--- src/verilog/frv_core_decode.svh ---
// Instruction match terms, one flag per supported RV32IMC instruction
`ifndef FRV_CORE_DECODE_SVH
`define FRV_CORE_DECODE_SVH

// Encoding fields
wire [6:0] enc_opc = d_data[6:0];
wire [2:0] enc_f3  = d_data[14:12];
wire [6:0] enc_f7  = d_data[31:25];
wire [2:0] enc_cf3 = d_data[15:13];    // Compressed funct3

wire enc_op  = enc_opc == 7'b0110011;
wire enc_opi = enc_opc == 7'b0010011;
wire enc_ld  = enc_opc == 7'b0000011;
wire enc_st  = enc_opc == 7'b0100011;
wire enc_br  = enc_opc == 7'b1100011;
wire enc_f7z = enc_f7 == 7'b0000000;
wire enc_f7a = enc_f7 == 7'b0100000;   // sub / sra / srai
wire enc_f7m = enc_f7 == 7'b0000001;   // M extension
wire enc_q0  = d_data[1:0] == 2'b00;
wire enc_q1  = d_data[1:0] == 2'b01;
wire enc_q2  = d_data[1:0] == 2'b10;

// -----------------------------------------------------------------------
// RV32I
// -----------------------------------------------------------------------

wire dec_lui   = enc_opc == 7'b0110111;
wire dec_auipc = enc_opc == 7'b0010111;
wire dec_jal   = enc_opc == 7'b1101111;
wire dec_jalr  = enc_opc == 7'b1100111 && enc_f3 == 3'b000;
wire dec_beq   = enc_br && enc_f3 == 3'b000;
wire dec_bne   = enc_br && enc_f3 == 3'b001;
wire dec_blt   = enc_br && enc_f3 == 3'b100;
wire dec_bge   = enc_br && enc_f3 == 3'b101;
wire dec_bltu  = enc_br && enc_f3 == 3'b110;
wire dec_bgeu  = enc_br && enc_f3 == 3'b111;
wire dec_lb    = enc_ld && enc_f3 == 3'b000;
wire dec_lh    = enc_ld && enc_f3 == 3'b001;
wire dec_lw    = enc_ld && enc_f3 == 3'b010;
wire dec_lbu   = enc_ld && enc_f3 == 3'b100;
wire dec_lhu   = enc_ld && enc_f3 == 3'b101;
wire dec_sb    = enc_st && enc_f3 == 3'b000;
wire dec_sh    = enc_st && enc_f3 == 3'b001;
wire dec_sw    = enc_st && enc_f3 == 3'b010;
wire dec_addi  = enc_opi && enc_f3 == 3'b000;
wire dec_slti  = enc_opi && enc_f3 == 3'b010;
wire dec_sltiu = enc_opi && enc_f3 == 3'b011;
wire dec_xori  = enc_opi && enc_f3 == 3'b100;
wire dec_ori   = enc_opi && enc_f3 == 3'b110;
wire dec_andi  = enc_opi && enc_f3 == 3'b111;
wire dec_slli  = enc_opi && enc_f3 == 3'b001 && enc_f7z;
wire dec_srli  = enc_opi && enc_f3 == 3'b101 && enc_f7z;
wire dec_srai  = enc_opi && enc_f3 == 3'b101 && enc_f7a;
wire dec_add   = enc_op && enc_f3 == 3'b000 && enc_f7z;
wire dec_sub   = enc_op && enc_f3 == 3'b000 && enc_f7a;
wire dec_sll   = enc_op && enc_f3 == 3'b001 && enc_f7z;
wire dec_slt   = enc_op && enc_f3 == 3'b010 && enc_f7z;
wire dec_sltu  = enc_op && enc_f3 == 3'b011 && enc_f7z;
wire dec_xor   = enc_op && enc_f3 == 3'b100 && enc_f7z;
wire dec_srl   = enc_op && enc_f3 == 3'b101 && enc_f7z;
wire dec_sra   = enc_op && enc_f3 == 3'b101 && enc_f7a;
wire dec_or    = enc_op && enc_f3 == 3'b110 && enc_f7z;
wire dec_and   = enc_op && enc_f3 == 3'b111 && enc_f7z;

// RV32M
wire dec_mul    = enc_op && enc_f7m && enc_f3 == 3'b000;
wire dec_mulh   = enc_op && enc_f7m && enc_f3 == 3'b001;
wire dec_mulhsu = enc_op && enc_f7m && enc_f3 == 3'b010;
wire dec_mulhu  = enc_op && enc_f7m && enc_f3 == 3'b011;
wire dec_div    = enc_op && enc_f7m && enc_f3 == 3'b100;
wire dec_divu   = enc_op && enc_f7m && enc_f3 == 3'b101;
wire dec_rem    = enc_op && enc_f7m && enc_f3 == 3'b110;
wire dec_remu   = enc_op && enc_f7m && enc_f3 == 3'b111;

// Compressed subset
wire dec_c_addi = enc_q1 && enc_cf3 == 3'b000 && d_data[11:7] != 5'd0; // rd 0 is c.nop
wire dec_c_li   = enc_q1 && enc_cf3 == 3'b010;
wire dec_c_j    = enc_q1 && enc_cf3 == 3'b101;
wire dec_c_beqz = enc_q1 && enc_cf3 == 3'b110;
wire dec_c_lw   = enc_q0 && enc_cf3 == 3'b010;
wire dec_c_sw   = enc_q0 && enc_cf3 == 3'b110;
wire dec_c_mv   = enc_q2 && enc_cf3 == 3'b100 && !d_data[12] && d_data[6:2] != 5'd0;
wire dec_c_add  = enc_q2 && enc_cf3 == 3'b100 && d_data[12] && d_data[6:2] != 5'd0;

`endif

--- src/verilog/frv_pkg.sv ---
// Shared widths, functional units, micro-op codes and trap causes for the decode stage
package frv_pkg;

    // -------------------------------------------------------------------
    // Width types
    // -------------------------------------------------------------------

    typedef logic [31:0] word_t;       // Instruction, immediate or PC
    typedef logic [4:0]  reg_addr_t;
    typedef logic [4:0]  uop_t;
    typedef logic [4:0]  fu_t;         // One-hot functional unit
    typedef logic [1:0]  size_t;       // Bit 0 for 16-bit, bit 1 for 32-bit
    typedef logic [5:0]  trap_cause_t;

    // Functional unit bit positions
    localparam int FU_ALU = 0;
    localparam int FU_MUL = 1;
    localparam int FU_CFU = 2;
    localparam int FU_LSU = 3;
    localparam int FU_CSR = 4;         // Never set by this decoder

    // -------------------------------------------------------------------
    // Micro-op codes
    // -------------------------------------------------------------------

    localparam uop_t ALU_ADD  = 5'd1;
    localparam uop_t ALU_SUB  = 5'd2;
    localparam uop_t ALU_AND  = 5'd3;
    localparam uop_t ALU_OR   = 5'd4;
    localparam uop_t ALU_XOR  = 5'd5;
    localparam uop_t ALU_SLT  = 5'd6;
    localparam uop_t ALU_SLTU = 5'd7;
    localparam uop_t ALU_SRA  = 5'd8;
    localparam uop_t ALU_SRL  = 5'd9;
    localparam uop_t ALU_SLL  = 5'd10;

    localparam uop_t CFU_BEQ  = 5'd1;
    localparam uop_t CFU_BNE  = 5'd2;
    localparam uop_t CFU_BLT  = 5'd3;
    localparam uop_t CFU_BGE  = 5'd4;
    localparam uop_t CFU_BLTU = 5'd5;
    localparam uop_t CFU_BGEU = 5'd6;
    localparam uop_t CFU_JALI = 5'd7;  // Jump to PC relative target
    localparam uop_t CFU_JALR = 5'd8;  // Jump to register target

    localparam uop_t MUL_MUL    = 5'd1;
    localparam uop_t MUL_MULH   = 5'd2;
    localparam uop_t MUL_MULHSU = 5'd3;
    localparam uop_t MUL_MULHU  = 5'd4;
    localparam uop_t MUL_DIV    = 5'd5;
    localparam uop_t MUL_DIVU   = 5'd6;
    localparam uop_t MUL_REM    = 5'd7;
    localparam uop_t MUL_REMU   = 5'd8;

    // Load/store uop is a bit field, width code sits in bits 2:1
    localparam int LSU_LOAD   = 0;
    localparam int LSU_STORE  = 3;
    localparam int LSU_SIGNED = 4;
    localparam logic [1:0] LSU_BYTE = 2'b01;
    localparam logic [1:0] LSU_HALF = 2'b10;
    localparam logic [1:0] LSU_WORD = 2'b11;

    // Trap causes, carried on the destination address
    localparam trap_cause_t TRAP_IACCESS = 6'd1;
    localparam trap_cause_t TRAP_IOPCODE = 6'd2;

    // Fixed registers
    localparam reg_addr_t REG_ZERO = 5'd0;
    localparam reg_addr_t REG_RA   = 5'd1;
    localparam reg_addr_t REG_SP   = 5'd2;

endpackage

--- src/verilog/frv_core_decode.sv ---
// Combinational RV32IMC decoder producing the wide pipeline encoding
`timescale 1ns/1ps

module frv_core_decode (
    input  frv_pkg::word_t     d_data,
    input  logic               d_error,   // Fetch error on this word
    input  logic               ext_m_en,
    input  logic               ext_c_en,
    output frv_pkg::reg_addr_t dec_rd,
    output frv_pkg::reg_addr_t dec_rs1,
    output frv_pkg::reg_addr_t dec_rs2,
    output frv_pkg::word_t     dec_imm,
    output frv_pkg::uop_t      dec_uop,
    output frv_pkg::fu_t       dec_fu,
    output logic               dec_trap,
    output frv_pkg::size_t     dec_size,
    output frv_pkg::word_t     dec_instr
);

`include "frv_core_decode.svh"

    wire instr_16bit = d_data[1:0] != 2'b11;

    // -------------------------------------------------------------------
    // Functional unit
    // -------------------------------------------------------------------

    frv_pkg::fu_t fu_raw;

    assign fu_raw[frv_pkg::FU_ALU] =
        dec_add  || dec_addi  || dec_c_add || dec_c_addi || dec_c_mv   || dec_auipc ||
        dec_sub  || dec_and   || dec_andi  || dec_lui    || dec_c_li   || dec_or    ||
        dec_ori  || dec_xor   || dec_xori  || dec_slt    || dec_slti   || dec_sltu  ||
        dec_sltiu || dec_sra  || dec_srai  || dec_srl    || dec_srli   || dec_sll   ||
        dec_slli;
    assign fu_raw[frv_pkg::FU_MUL] =
        dec_mul  || dec_mulh  || dec_mulhsu || dec_mulhu || dec_div    || dec_divu  ||
        dec_rem  || dec_remu;
    assign fu_raw[frv_pkg::FU_CFU] =
        dec_beq  || dec_bne   || dec_blt   || dec_bge    || dec_bltu   || dec_bgeu  ||
        dec_c_beqz || dec_jal || dec_jalr  || dec_c_j;
    assign fu_raw[frv_pkg::FU_LSU] =
        dec_lb   || dec_lbu   || dec_lh    || dec_lhu    || dec_lw     || dec_sb    ||
        dec_sh   || dec_sw    || dec_c_lw  || dec_c_sw;
    assign fu_raw[frv_pkg::FU_CSR] = 1'b0;

    // Disabled extensions decode as illegal
    wire invalid_instr = fu_raw == '0 ||
                         (fu_raw[frv_pkg::FU_MUL] && !ext_m_en) ||
                         (instr_16bit && !ext_c_en);

    wire frv_pkg::trap_cause_t trap_cause =
        invalid_instr ? frv_pkg::TRAP_IOPCODE : frv_pkg::TRAP_IACCESS;

    assign dec_trap = d_error || invalid_instr;
    assign dec_fu   = dec_trap ? '0 : fu_raw;

    // -------------------------------------------------------------------
    // Micro-op
    // -------------------------------------------------------------------

    wire frv_pkg::uop_t uop_alu =
        {5{dec_add  || dec_addi || dec_c_add || dec_c_addi || dec_c_mv || dec_auipc}}
                                                  & frv_pkg::ALU_ADD  |
        {5{dec_sub                              }} & frv_pkg::ALU_SUB  |
        {5{dec_and  || dec_andi                 }} & frv_pkg::ALU_AND  |
        {5{dec_lui  || dec_c_li || dec_or || dec_ori}} & frv_pkg::ALU_OR |
        {5{dec_xor  || dec_xori                 }} & frv_pkg::ALU_XOR  |
        {5{dec_slt  || dec_slti                 }} & frv_pkg::ALU_SLT  |
        {5{dec_sltu || dec_sltiu                }} & frv_pkg::ALU_SLTU |
        {5{dec_sra  || dec_srai                 }} & frv_pkg::ALU_SRA  |
        {5{dec_srl  || dec_srli                 }} & frv_pkg::ALU_SRL  |
        {5{dec_sll  || dec_slli                 }} & frv_pkg::ALU_SLL;

    wire frv_pkg::uop_t uop_cfu =
        {5{dec_beq || dec_c_beqz}} & frv_pkg::CFU_BEQ  |
        {5{dec_bne              }} & frv_pkg::CFU_BNE  |
        {5{dec_blt              }} & frv_pkg::CFU_BLT  |
        {5{dec_bge              }} & frv_pkg::CFU_BGE  |
        {5{dec_bltu             }} & frv_pkg::CFU_BLTU |
        {5{dec_bgeu             }} & frv_pkg::CFU_BGEU |
        {5{dec_jal  || dec_c_j  }} & frv_pkg::CFU_JALI |
        {5{dec_jalr             }} & frv_pkg::CFU_JALR;

    wire frv_pkg::uop_t uop_mul =
        {5{dec_mul   }} & frv_pkg::MUL_MUL    |
        {5{dec_mulh  }} & frv_pkg::MUL_MULH   |
        {5{dec_mulhsu}} & frv_pkg::MUL_MULHSU |
        {5{dec_mulhu }} & frv_pkg::MUL_MULHU  |
        {5{dec_div   }} & frv_pkg::MUL_DIV    |
        {5{dec_divu  }} & frv_pkg::MUL_DIVU   |
        {5{dec_rem   }} & frv_pkg::MUL_REM    |
        {5{dec_remu  }} & frv_pkg::MUL_REMU;

    frv_pkg::uop_t uop_lsu;

    assign uop_lsu[2:1] =
        {2{dec_lb || dec_lbu || dec_sb}} & frv_pkg::LSU_BYTE |
        {2{dec_lh || dec_lhu || dec_sh}} & frv_pkg::LSU_HALF |
        {2{dec_lw || dec_sw  || dec_c_lw || dec_c_sw}} & frv_pkg::LSU_WORD;
    assign uop_lsu[frv_pkg::LSU_LOAD]   = dec_lb || dec_lbu || dec_lh || dec_lhu || dec_lw ||
                                          dec_c_lw;
    assign uop_lsu[frv_pkg::LSU_STORE]  = dec_sb || dec_sh || dec_sw || dec_c_sw;
    assign uop_lsu[frv_pkg::LSU_SIGNED] = dec_lb || dec_lh;

    assign dec_uop = dec_trap ? '0 : (uop_alu | uop_cfu | uop_mul | uop_lsu);

    // -------------------------------------------------------------------
    // Registers, size and instruction word
    // -------------------------------------------------------------------

    wire frv_pkg::reg_addr_t rd_16 =
        {5{dec_c_addi || dec_c_li || dec_c_mv || dec_c_add}} & d_data[11:7] |
        {5{dec_c_lw                }} & {2'b01, d_data[4:2]}   |
        {5{dec_c_j                 }} & frv_pkg::REG_ZERO;       // c.j does not link

    wire frv_pkg::reg_addr_t rs1_16 =
        {5{dec_c_addi || dec_c_add }} & d_data[11:7]           |
        {5{dec_c_lw || dec_c_sw || dec_c_beqz}} & {2'b01, d_data[9:7]};

    wire frv_pkg::reg_addr_t rs2_16 =
        {5{dec_c_beqz              }} & frv_pkg::REG_ZERO      |
        {5{dec_c_add || dec_c_mv   }} & d_data[6:2]            |
        {5{dec_c_sw                }} & {2'b01, d_data[4:2]};

    assign dec_rs1   = instr_16bit ? rs1_16 : d_data[19:15];
    assign dec_rs2   = instr_16bit ? rs2_16 : d_data[24:20];
    assign dec_rd    = dec_trap    ? trap_cause[4:0] :
                       instr_16bit ? rd_16           : d_data[11:7];
    assign dec_size  = {!instr_16bit, instr_16bit};
    assign dec_instr = instr_16bit ? {16'b0, d_data[15:0]} : d_data;

    // -------------------------------------------------------------------
    // Immediates
    // -------------------------------------------------------------------

    wire frv_pkg::word_t imm_i = {{20{d_data[31]}}, d_data[31:20]};
    wire frv_pkg::word_t imm_s = {{20{d_data[31]}}, d_data[31:25], d_data[11:7]};
    wire frv_pkg::word_t imm_b = {{19{d_data[31]}}, d_data[31], d_data[7], d_data[30:25],
                                  d_data[11:8], 1'b0};
    wire frv_pkg::word_t imm_u = {d_data[31:12], 12'b0};
    wire frv_pkg::word_t imm_j = {{11{d_data[31]}}, d_data[31], d_data[19:12], d_data[20],
                                  d_data[30:21], 1'b0};
    wire frv_pkg::word_t imm_c_addi = {{27{d_data[12]}}, d_data[6:2]};
    wire frv_pkg::word_t imm_c_lsw  = {25'b0, d_data[5], d_data[12:10], d_data[6], 2'b00};
    wire frv_pkg::word_t imm_c_j    = {{21{d_data[12]}}, d_data[8], d_data[10:9], d_data[6],
                                       d_data[7], d_data[2], d_data[11], d_data[5:3], 1'b0};
    wire frv_pkg::word_t imm_c_bz   = {{24{d_data[12]}}, d_data[6:5], d_data[2],
                                       d_data[11:10], d_data[4:3], 1'b0};

    wire use_imm_i = dec_addi || dec_slti || dec_sltiu || dec_xori || dec_ori || dec_andi ||
                     dec_jalr || dec_lb   || dec_lbu   || dec_lh   || dec_lhu || dec_lw;
    wire use_shamt = dec_slli || dec_srli || dec_srai;   // Drop funct7 from the shift amount

    assign dec_imm =
        {32{use_imm_i              }} & imm_i      |
        {32{dec_sb || dec_sh || dec_sw}} & imm_s   |
        {32{fu_raw[frv_pkg::FU_CFU] && !instr_16bit && !dec_jal && !dec_jalr}} & imm_b |
        {32{dec_lui || dec_auipc   }} & imm_u      |
        {32{dec_jal                }} & imm_j      |
        {32{use_shamt              }} & {27'b0, d_data[24:20]} |
        {32{dec_c_addi || dec_c_li }} & imm_c_addi |
        {32{dec_c_lw || dec_c_sw   }} & imm_c_lsw  |
        {32{dec_c_j                }} & imm_c_j    |
        {32{dec_c_beqz             }} & imm_c_bz;

    // Unit terms above must stay mutually exclusive
    always_comb begin
        assert ($onehot0(dec_fu)) else $error("dec_fu has more than one unit set");
    end

endmodule

--- src/verilog/frv_decode_cfg.sv ---
// Extension enable register steering the decoder, with write strobe and read-back
`timescale 1ns/1ps

module frv_decode_cfg (
    input  logic       clk,
    input  logic       rst_n,
    input  logic       cfg_we,
    input  logic [1:0] cfg_wdata,
    output logic [1:0] cfg_rdata,
    output logic       ext_m_en,
    output logic       ext_c_en
);

    // Both extensions come up enabled
    always_ff @(posedge clk) begin
        if (!rst_n) begin
            ext_m_en <= 1'b1;
            ext_c_en <= 1'b1;
        end else if (cfg_we) begin
            ext_m_en <= cfg_wdata[0];
            ext_c_en <= cfg_wdata[1];
        end
    end

    assign cfg_rdata = {ext_c_en, ext_m_en};   // Same layout as the write

endmodule

--- src/verilog/frv_pipe_decode.sv ---
// Decode pipeline register with PC tracking, flush and stall
`timescale 1ns/1ps

module frv_pipe_decode #(
    parameter frv_pkg::word_t pc_reset_value = 32'h8000_0000
) (
    input  logic               clk,
    input  logic               rst_n,
    input  logic               d_valid,
    input  logic               flush,
    input  frv_pkg::word_t     flush_pc,
    input  logic               s_stall,     // Downstream not ready
    input  frv_pkg::reg_addr_t dec_rd,
    input  frv_pkg::reg_addr_t dec_rs1,
    input  frv_pkg::reg_addr_t dec_rs2,
    input  frv_pkg::word_t     dec_imm,
    input  frv_pkg::uop_t      dec_uop,
    input  frv_pkg::fu_t       dec_fu,
    input  logic               dec_trap,
    input  frv_pkg::size_t     dec_size,
    input  frv_pkg::word_t     dec_instr,
    output logic               d_stall,
    output logic               p_valid,
    output frv_pkg::reg_addr_t p_rd,
    output frv_pkg::reg_addr_t p_rs1,
    output frv_pkg::reg_addr_t p_rs2,
    output frv_pkg::word_t     p_imm,
    output frv_pkg::word_t     p_pc,
    output frv_pkg::word_t     p_instr,
    output frv_pkg::uop_t      p_uop,
    output frv_pkg::fu_t       p_fu,
    output logic               p_trap,
    output frv_pkg::size_t     p_size
);

    frv_pkg::word_t pc_q;   // PC of the next instruction to accept

    assign d_stall = p_valid && s_stall;

    wire accept = d_valid && !d_stall && !flush;   // Flush drops a same-cycle instruction

    // -------------------------------------------------------------------
    // Control and PC
    // -------------------------------------------------------------------

    always_ff @(posedge clk) begin
        if (!rst_n) begin
            p_valid <= 1'b0;
            pc_q    <= pc_reset_value;
        end else if (flush) begin
            p_valid <= 1'b0;
            pc_q    <= flush_pc;
        end else if (accept) begin
            p_valid <= 1'b1;
            pc_q    <= pc_q + (dec_size[0] ? 32'd2 : 32'd4);
        end else if (!s_stall) begin
            p_valid <= 1'b0;           // Consumed downstream
        end
    end

    // Payload
    always_ff @(posedge clk) begin
        if (accept) begin
            p_rd    <= dec_rd;
            p_rs1   <= dec_rs1;
            p_rs2   <= dec_rs2;
            p_imm   <= dec_imm;
            p_pc    <= pc_q;
            p_instr <= dec_instr;
            p_uop   <= dec_uop;
            p_fu    <= dec_fu;
            p_trap  <= dec_trap;
            p_size  <= dec_size;
        end
    end

    // -------------------------------------------------------------------
    // Checks
    // -------------------------------------------------------------------

    // Upstream must wait on d_stall
    assert property (@(posedge clk) disable iff (!rst_n) d_stall |-> !d_valid)
        else $error("d_valid raised while d_stall is high");

    // Only a flush may clear p_valid during a stall
    assert property (@(posedge clk) disable iff (!rst_n)
        d_stall && !flush |=> $stable({p_valid, p_rd, p_rs1, p_rs2, p_imm, p_pc, p_instr,
                                       p_uop, p_fu, p_trap, p_size}))
        else $error("Pipeline outputs changed during stall");

endmodule

--- src/verilog/frv_decode_top.sv ---
// Decode stage top level joining configuration, decoder and pipeline register
`timescale 1ns/1ps

module frv_decode_top #(
    parameter frv_pkg::word_t pc_reset_value = 32'h8000_0000
) (
    input  logic               clk,
    input  logic               rst_n,
    input  logic               cfg_we,
    input  logic [1:0]         cfg_wdata,
    output logic [1:0]         cfg_rdata,
    input  logic               d_valid,
    input  frv_pkg::word_t     d_data,
    input  logic               d_error,
    input  logic               flush,
    input  frv_pkg::word_t     flush_pc,
    input  logic               s_stall,
    output logic               d_stall,
    output logic               p_valid,
    output frv_pkg::reg_addr_t p_rd,
    output frv_pkg::reg_addr_t p_rs1,
    output frv_pkg::reg_addr_t p_rs2,
    output frv_pkg::word_t     p_imm,
    output frv_pkg::word_t     p_pc,
    output frv_pkg::word_t     p_instr,
    output frv_pkg::uop_t      p_uop,
    output frv_pkg::fu_t       p_fu,
    output logic               p_trap,
    output frv_pkg::size_t     p_size
);

    logic               ext_m_en;
    logic               ext_c_en;
    frv_pkg::reg_addr_t dec_rd;
    frv_pkg::reg_addr_t dec_rs1;
    frv_pkg::reg_addr_t dec_rs2;
    frv_pkg::word_t     dec_imm;
    frv_pkg::uop_t      dec_uop;
    frv_pkg::fu_t       dec_fu;
    logic               dec_trap;
    frv_pkg::size_t     dec_size;
    frv_pkg::word_t     dec_instr;

    frv_decode_cfg i_frv_decode_cfg (
        .clk       (clk),
        .rst_n     (rst_n),
        .cfg_we    (cfg_we),
        .cfg_wdata (cfg_wdata),
        .cfg_rdata (cfg_rdata),
        .ext_m_en  (ext_m_en),
        .ext_c_en  (ext_c_en)
    );

    frv_core_decode i_frv_core_decode (
        .d_data    (d_data),
        .d_error   (d_error),
        .ext_m_en  (ext_m_en),
        .ext_c_en  (ext_c_en),
        .dec_rd    (dec_rd),
        .dec_rs1   (dec_rs1),
        .dec_rs2   (dec_rs2),
        .dec_imm   (dec_imm),
        .dec_uop   (dec_uop),
        .dec_fu    (dec_fu),
        .dec_trap  (dec_trap),
        .dec_size  (dec_size),
        .dec_instr (dec_instr)
    );

    frv_pipe_decode #(
        .pc_reset_value (pc_reset_value)
    ) i_frv_pipe_decode (
        .clk       (clk),
        .rst_n     (rst_n),
        .d_valid   (d_valid),
        .flush     (flush),
        .flush_pc  (flush_pc),
        .s_stall   (s_stall),
        .dec_rd    (dec_rd),
        .dec_rs1   (dec_rs1),
        .dec_rs2   (dec_rs2),
        .dec_imm   (dec_imm),
        .dec_uop   (dec_uop),
        .dec_fu    (dec_fu),
        .dec_trap  (dec_trap),
        .dec_size  (dec_size),
        .dec_instr (dec_instr),
        .d_stall   (d_stall),
        .p_valid   (p_valid),
        .p_rd      (p_rd),
        .p_rs1     (p_rs1),
        .p_rs2     (p_rs2),
        .p_imm     (p_imm),
        .p_pc      (p_pc),
        .p_instr   (p_instr),
        .p_uop     (p_uop),
        .p_fu      (p_fu),
        .p_trap    (p_trap),
        .p_size    (p_size)
    );

endmodule

--- config.mk ---
export PLATFORM = sky130hd
export DESIGN_NAME = frv_decode_top
export DESIGN_NICKNAME = d
export VERILOG_FILES = /design/src/verilog/frv_pkg.sv /design/src/verilog/frv_core_decode.sv /design/src/verilog/frv_decode_cfg.sv /design/src/verilog/frv_pipe_decode.sv /design/src/verilog/frv_decode_top.sv
export VERILOG_INCLUDE_DIRS = /design/src /design/src/verilog
export SDC_FILE = /design/constraint.sdc
export NUM_CORES = 1
export LEC_CHECK = 0
export BUFFER_PORTS_ARGS = -buffer_cell sky130_fd_sc_hd__buf_4
export CELL_PAD_IN_SITES_DETAIL_PLACEMENT = 0
export CELL_PAD_IN_SITES_GLOBAL_PLACEMENT = 1
export CORE_AREA = 2 2 129 131
export CTS_BUF_LIST = sky130_fd_sc_hd__clkbuf_4 sky130_fd_sc_hd__clkbuf_8
export CTS_CLUSTER_DIAMETER = 60
export DETAILED_ROUTE_END_ITERATION = 10
export DIE_AREA = 0 0 131 133
export PLACE_DENSITY_LB_ADDON = 0.1
export RECOVER_POWER = 50
export SLEW_MARGIN = 5
export SYNTH_ARGS = -nofsm -noshare
export SYNTH_HDL_FRONTEND = slang
export SYNTH_SLANG_ARGS = --single-unit
--- constraint.sdc ---
create_clock -name clk -period 11 [get_ports clk]
set_input_delay 1.1 -clock clk [delete_from_list [all_inputs] [get_ports clk]]
set_output_delay 1.1 -clock clk [all_outputs]
set_load 0.1 [all_outputs]
==> Word level (Yosys, flattened, before mapping) <==
Cells that the tools add are included.
{ "totals": {"word_cells": 296, "ff_bits": 159} }
{ "op_classes": {"n_mux": 10, "bitwise_logic": 57, "eq_ne": 26, "add_sub_neg": 1, "n_reduce_logical": 186} }
{ "ops": {"columns": ["op", "count"], "rows": [
  ["$or A32 B32 Y32", 9],
  ["$and A32 B32 Y32", 8],
  ["$logic_or A1 B1 Y1", 96],
  ["$logic_and A1 B1 Y1", 73],
  ["$mux W32", 2],
  ["$or A5 B3 Y5", 12],
  ["$add A32 B32 Y32", 1],
  ["$and A32 B5 Y32", 1],
  ["$and A32 B7 Y32", 1],
  ["$or A5 B5 Y5", 6],
  ["$eq A7 B6 Y1 const B", 4],
  ["$or A5 B4 Y5", 5],
  ["$eq A3 B3 Y1 const B", 7],
  ["$eq A7 B7 Y1 const B", 3],
  ["$mux W5", 4],
  ["$and A5 B4 Y5", 3],
  ["$and A5 B5 Y5", 3],
  ["$or A5 B2 Y5", 3],
  ["$eq A7 B5 Y1 const B", 2],
  ["$reduce_bool A5 Y1", 2],
  ["$eq A3 B2 Y1 const B", 3],
  ["$logic_not A1 Y1", 8],
  ["$or A1 B2 Y2", 4],
  ["$eq A7 B1 Y1 const B", 1],
  ["other kinds (17)", 19]
]} }

==> Longest topological paths before layout <==
{ "depth": {"ltp_word": 32, "ltp_mapped": 10, "mapped_depth_nobuf": 9} }

==> Hierarchy <==
A second synthesis with hierarchy kept.
{ "unflattened": {"hier_cells": 675, "area_unflattened_um2": 7622.3} }
{ "by_module_without_submodules": {"columns": ["mod", "n_inst", "seq_area_each_um2", "cells_per_inst", "area_each_um2"], "rows": [
  ["frv_pipe_decode", 1, 4384.2, 371, 5698.0],
  ["frv_core_decode", 1, 0.0, 296, 1841.8],
  ["frv_decode_cfg", 1, 40.0, 8, 82.6]
]} }

==> Least setup slack after synthesis <==
No wires, ideal clock.
{ "synth_timing": {"path_kind": "input to register", "from": "input flush", "to": "register i_frv_pipe_decode.p_fu[0], enable pin", "setup_time_ps": 607, "required_ps": 10393, "path_buffers": 2, "t_arrival_ps": 6629, "path_stages": 3, "setup_slack_ps": 3764, "cell_sequence": "clkbuf_1 clkbuf_1 nor2_1"} }
{ "synth_via": {"elab_chain_cells": 2} }
{ "synth_lines": {"columns": ["item", "line", "text"], "rows": [
  ["start: declaration", "frv_decode_top.sv:15", "input logic flush,"],
  ["$logic_not A1 Y1", "frv_pipe_decode.sv:40", "wire accept = d_valid && !d_stall && !flush;"],
  ["$logic_and A1 B1 Y1", "frv_pipe_decode.sv:40", null],
  ["net i_frv_pipe_decode.accept", "frv_pipe_decode.sv:40", null],
  ["end signal: assignment", "frv_pipe_decode.sv:71", "p_fu <= dec_fu;"],
  ["end: declaration", "frv_pipe_decode.sv:31", "output frv_pkg::fu_t p_fu,"]
]} }
The timed path passes the listed nets, and every way through them passes these cells.
A chain may end at the register's enable or synchronous reset.

==> Final worst setup path <==
{ "layout_timing": {"from": "input d_data[1]", "to": "register i_frv_pipe_decode.pc_q[20]"} }
{ "layout_via": {"elab_chain_cells": 5} }
{ "layout_lines": {"columns": ["item", "line", "text"], "rows": [
  ["start: declaration", "frv_decode_top.sv:13", "input frv_pkg::word_t d_data,"],
  ["$ne A2 B2 Y1", "frv_core_decode.sv:22", "wire instr_16bit = d_data[1:0] != 2'b11;"],
  ["net dec_size[0]", "frv_decode_top.sv:41", "frv_pkg::size_t dec_size;"],
  ["$mux W3", "frv_pipe_decode.sv:55", "pc_q <= pc_q + (dec_size[0] ? 32'd2 : 32'd4);"],
  ["$add A32 B32 Y32", "frv_pipe_decode.sv:55", null],
  ["$mux W32", "frv_pipe_decode.sv:53", "end else if (accept) begin"],
  ["$mux W32", "frv_pipe_decode.sv:50", "end else if (flush) begin"],
  ["end signal: assignment", "frv_pipe_decode.sv:49", "pc_q <= pc_reset_value;"],
  ["end signal: assignment", "frv_pipe_decode.sv:52", "pc_q <= flush_pc;"],
  ["end signal: assignment", "frv_pipe_decode.sv:55", null],
  ["end: declaration", "frv_pipe_decode.sv:36", "frv_pkg::word_t pc_q;"]
]} }
The timed path passes the listed nets, and every way through them passes these cells. The select of a mux whose other input is x is not followed.

==> impl_metrics.csv <==
group,metric,value,unit
global_route,antenna_found_initial,0,
synthesis,syn_area,7142,µm²
synthesis,synth_edf_count,123,
pwr,p_comb_share,17.7,%
timing,timing.final.crit_share,37.30,%
synthesis,ys_warn_count,0,
synthesis,syn_area_per_cell,11.69,µm²
floorplanning,die_h,133,µm
worst_setup_path,critPathRequiredTime,11.31,ns
synthesis,yosys-top-cells-area,"edfxtp_1 52%, dfxtp_1 9.8%, a21o_1 3.0%",
pwr,power_frac_seq,51.0,%
run_status,status,"finished clean",
timing,finalSetupViolCount,0,
drt,via_per_inst,5.499,
place,hpwl,14440,µm
worst_setup_path,criticalPathCategory,"in2reg",
synthesis,synth_top_area_cell,"edfxtp_1",
floorplanning,die_w,131,µm
clock_network,cts_buffers,17,
drt,drt_iter0_markers,509,
synthesis,synth_cell_types,65,
clock_network,cts_root_buf,"clkbuf_8",
clock_network,hold_buffers,0,
pwr,p_clk_share,31.3,%
hold_path,hold_class,"reg2reg",
final_layout,multi_input_area,2505,µm²
timing,fin_skew,0.01413,ns
worst_setup_path,worst_path_largest_cell_delay,0.76,ns
global_route,grt_pass1_wl,30860,µm
drt,drc,0,
final_layout,drive_gt1_share,12.90,%
worst_setup_path,critical_path.most_common_cell,"a21oi_1",
place,place_congestion,0.9044,
pwr,ir_drop,70.26,µV
global_route,grt_max_degree,80,
run,maxCapViolCount,0,
place,io_buffers,199,
timing,rsz0062_at_grt,"false",
synthesis,ys_ff_latch,158,
clock_network,ctsResizeCount,0,
floorplanning,ios,201,
final_layout,final_common_cell,"clkbuf_1",
final_layout,area_growth,20.51,%
timing,tns,0,ns
clock_network,path_clk_slew,0.09,ns
pwr,p_sw_share,32.82,%
global_route,grt_pass1_vias,5485,
timing,worstMarginPinSlew,1.385,ns
drt,dr.pass1.iters,5,
clock_network,clk_latency,0.46,ns
clock_network,clock-sinks,158,
floorplanning,die_area,17420,µm²
timing,final-max-slew-violation-count,0,
timing,maxSlewHeadroom,7.664,%
drt,wl,20350,µm
timing,fmax,0.2437,GHz
pwr,p_leak,3.417,nW
worst_setup_path,worstPathMaxFanout,22,
drt,wl_per_cell,19.83,µm
final_layout,fin_nets,869,
worst_setup_path,critPathLaunchType,"primary input",
worst_setup_path,cp_cell_sequence,"clkbuf_1 > nand2_1 > inv_1 > ha_1 > a21oi_1 > or3_1 > nor3_1 > nand4_1 > xor2_1 > a21oi_1",
final_layout,fillCellCount,1526,
pwr,p_switching,441.0,µW
synthesis,syn_inst,611,
final_layout,regArea,4394,µm²
synthesis,ys_seq_area_share,61.53,%
pwr,p_int,902.7,µW
timing,period_needed,4.103,ns
worst_setup_path,critical-path-slowest-cell,"clkbuf_1",
floorplanning,core_area,16170,µm²
synthesis,ys.flop_type,"edfxtp_1",
worst_setup_path,endpoint_kind,"flop",
clock_network,clockBufferDepth,2,
final_layout,final_cell_mix,"138 x clkbuf_1, 123 x edfxtp_1, 63 x buf_4",
global_route,grt-ovfl-total,0,
timing,hold_viol,0,
pwr,power,1.344,mW
clock_network,tritoncts,"built",
floorplanning,start_util,44.16,%
final_layout,n_antenna_cell,0,
clock_network,ctsHtreeMaxLevel,4,
global_route,grt.total_usage,23.38,%
clock_network,cts_setup_buffers,0,
floorplanning,num_rows,47,
pwr,p_per_area,156.1,nW/µm²
synthesis,synth_top_area_share,51.72,%
drt,vias,5642,
worst_setup_path,arrival,4.42,ns
synthesis,synth_async_sr_flop_share,0,%
synthesis,syn_nets,687,
drt,ant_nets,0,
[synthesized netlist by cell type, types with 3 or more instances]
cell        n
a31oi_1     3
a221o_1     6
nor3_1     26
a221oi_1    4
o211ai_1    4
nand2b_1    8
a211oi_1    3
inv_1      15
nor3b_1     3
nand3_1    14
buf_2       8
and3_1     26
a21o_1     29
dfxtp_1    35
nor2b_1     5
xnor2_1    10
and2_1     14
buf_4       4
o21ai_0    42
and4_1      6
a21oi_1    26
nand4_1     9
and3b_1     4
a22oi_1     3
edfxtp_1  123
o211a_1     5
nor2_1     25
a22o_1      3
xor2_1     17
nor4_1      3
mux2i_1     5
clkbuf_1   25
nand2_1    51
or2_2       3
or3_1       6
[layout make-up]
cell class,instances,area share [%]
clock inverter,14,1.585
inverter,15,0.6542
tap,220,3.198
multi-input combinational,399,29.10
sequential,158,51.05
timing repair buffer,202,11.60
clock buffer,18,2.806
[final timing paths]
path	start	to	slack [ns]	cells after the start
setup / recovery	d_data[1]	i_frv_pipe_decode.pc_q[20]$_SDFFE_PN0N_	6.90	10
hold / removal	i_frv_pipe_decode.pc_q[0]$_SDFFE_PN0P_	i_frv_pipe_decode.p_pc[0]$_DFFE_PP_	0.45	0
setup reg to reg	i_frv_pipe_decode.p_valid$_SDFFE_PP0P_	i_frv_pipe_decode.p_rs2[3]$_DFFE_PP_	7.69	4
hold reg to reg	i_frv_pipe_decode.pc_q[0]$_SDFFE_PN0P_	i_frv_pipe_decode.p_pc[0]$_DFFE_PP_	0.45	0
[cell families (layout without fill, tap and decap cells)]
group           Yosys count  count (layout)  synth area share, %
simple gates            218             218                16.64
mux                       5               5               0.7008
compound gates          145             145                13.74
xor+xnor                 27              27                3.311
fa+ha+maj                 3               3               0.6306
flops                   158             158                61.53
buf+inv                  54             249                3.399
other cells               1               1              0.05251
[critical path, delay by kind of cell]
kind | cells | cell delay [ns]
adder cells (fa/ha/maj) | 1 | 0.18
XOR/XNOR | 1 | 0.19
AND/OR/NAND/NOR | 4 | 1.67
buffers and inverters | 2 | 1.10
AO/OA/AOI/OAI | 2 | 0.18
[power groups by stage]
stage / clock (mW) / combinational [mW] / sequential (mW)
3_3_place_gp: 0 / 0.253 / 0.698
6_report: 0.421 / 0.238 / 0.685
3_5_place_dp: 0 / 0.254 / 0.699
2_1_floorplan: 0 / 0.0690 / 0.815
5_1_grt: 0.452 / 0.250 / 0.688
4_1_cts: 0.430 / 0.254 / 0.686
[per-layer routing]
layer | vias up | part of all wire (%) | track usage (%)
li1 | 2660 | - | -
met1 | 2728 | 40 | 29.73
met2 | 221 | 51 | 39.09
met3 | 33 | 6.9 | 5.540
met4 | 0 | 1.8 | 7.683
met5 | - | 0 | 0
[per-stage QoR]
step                      area [µm²]  setup slack [ns]  instances  hold slack [ns]  utilization (%)
final                           8607             6.897       1026           0.4494            53.22
after global placement          8755             7.100        994           0.4159            54.14
after floorplan                 7142             3.764        611           0.4076                -
after detailed placement        8755             7.015        994           0.4248            54.14
after CTS                       9133             7.500       1026           0.4500            56.47
after global routing            8607             6.645       1026           0.4743            53.22
[flip-flops by register name (all words and copies together), names as in the netlist, 2 cells and up]
register / cells
i_frv_pipe_decode.p_fu: 4
i_frv_pipe_decode.p_rs1: 5
i_frv_pipe_decode.p_uop: 5
i_frv_pipe_decode.p_imm: 32
i_frv_pipe_decode.p_size: 2
i_frv_pipe_decode.p_instr: 32
i_frv_pipe_decode.p_pc: 32
i_frv_pipe_decode.pc_q: 32
i_frv_pipe_decode.p_rs2: 5
i_frv_pipe_decode.p_rd: 5
Power figures use the tool's default switching activity.
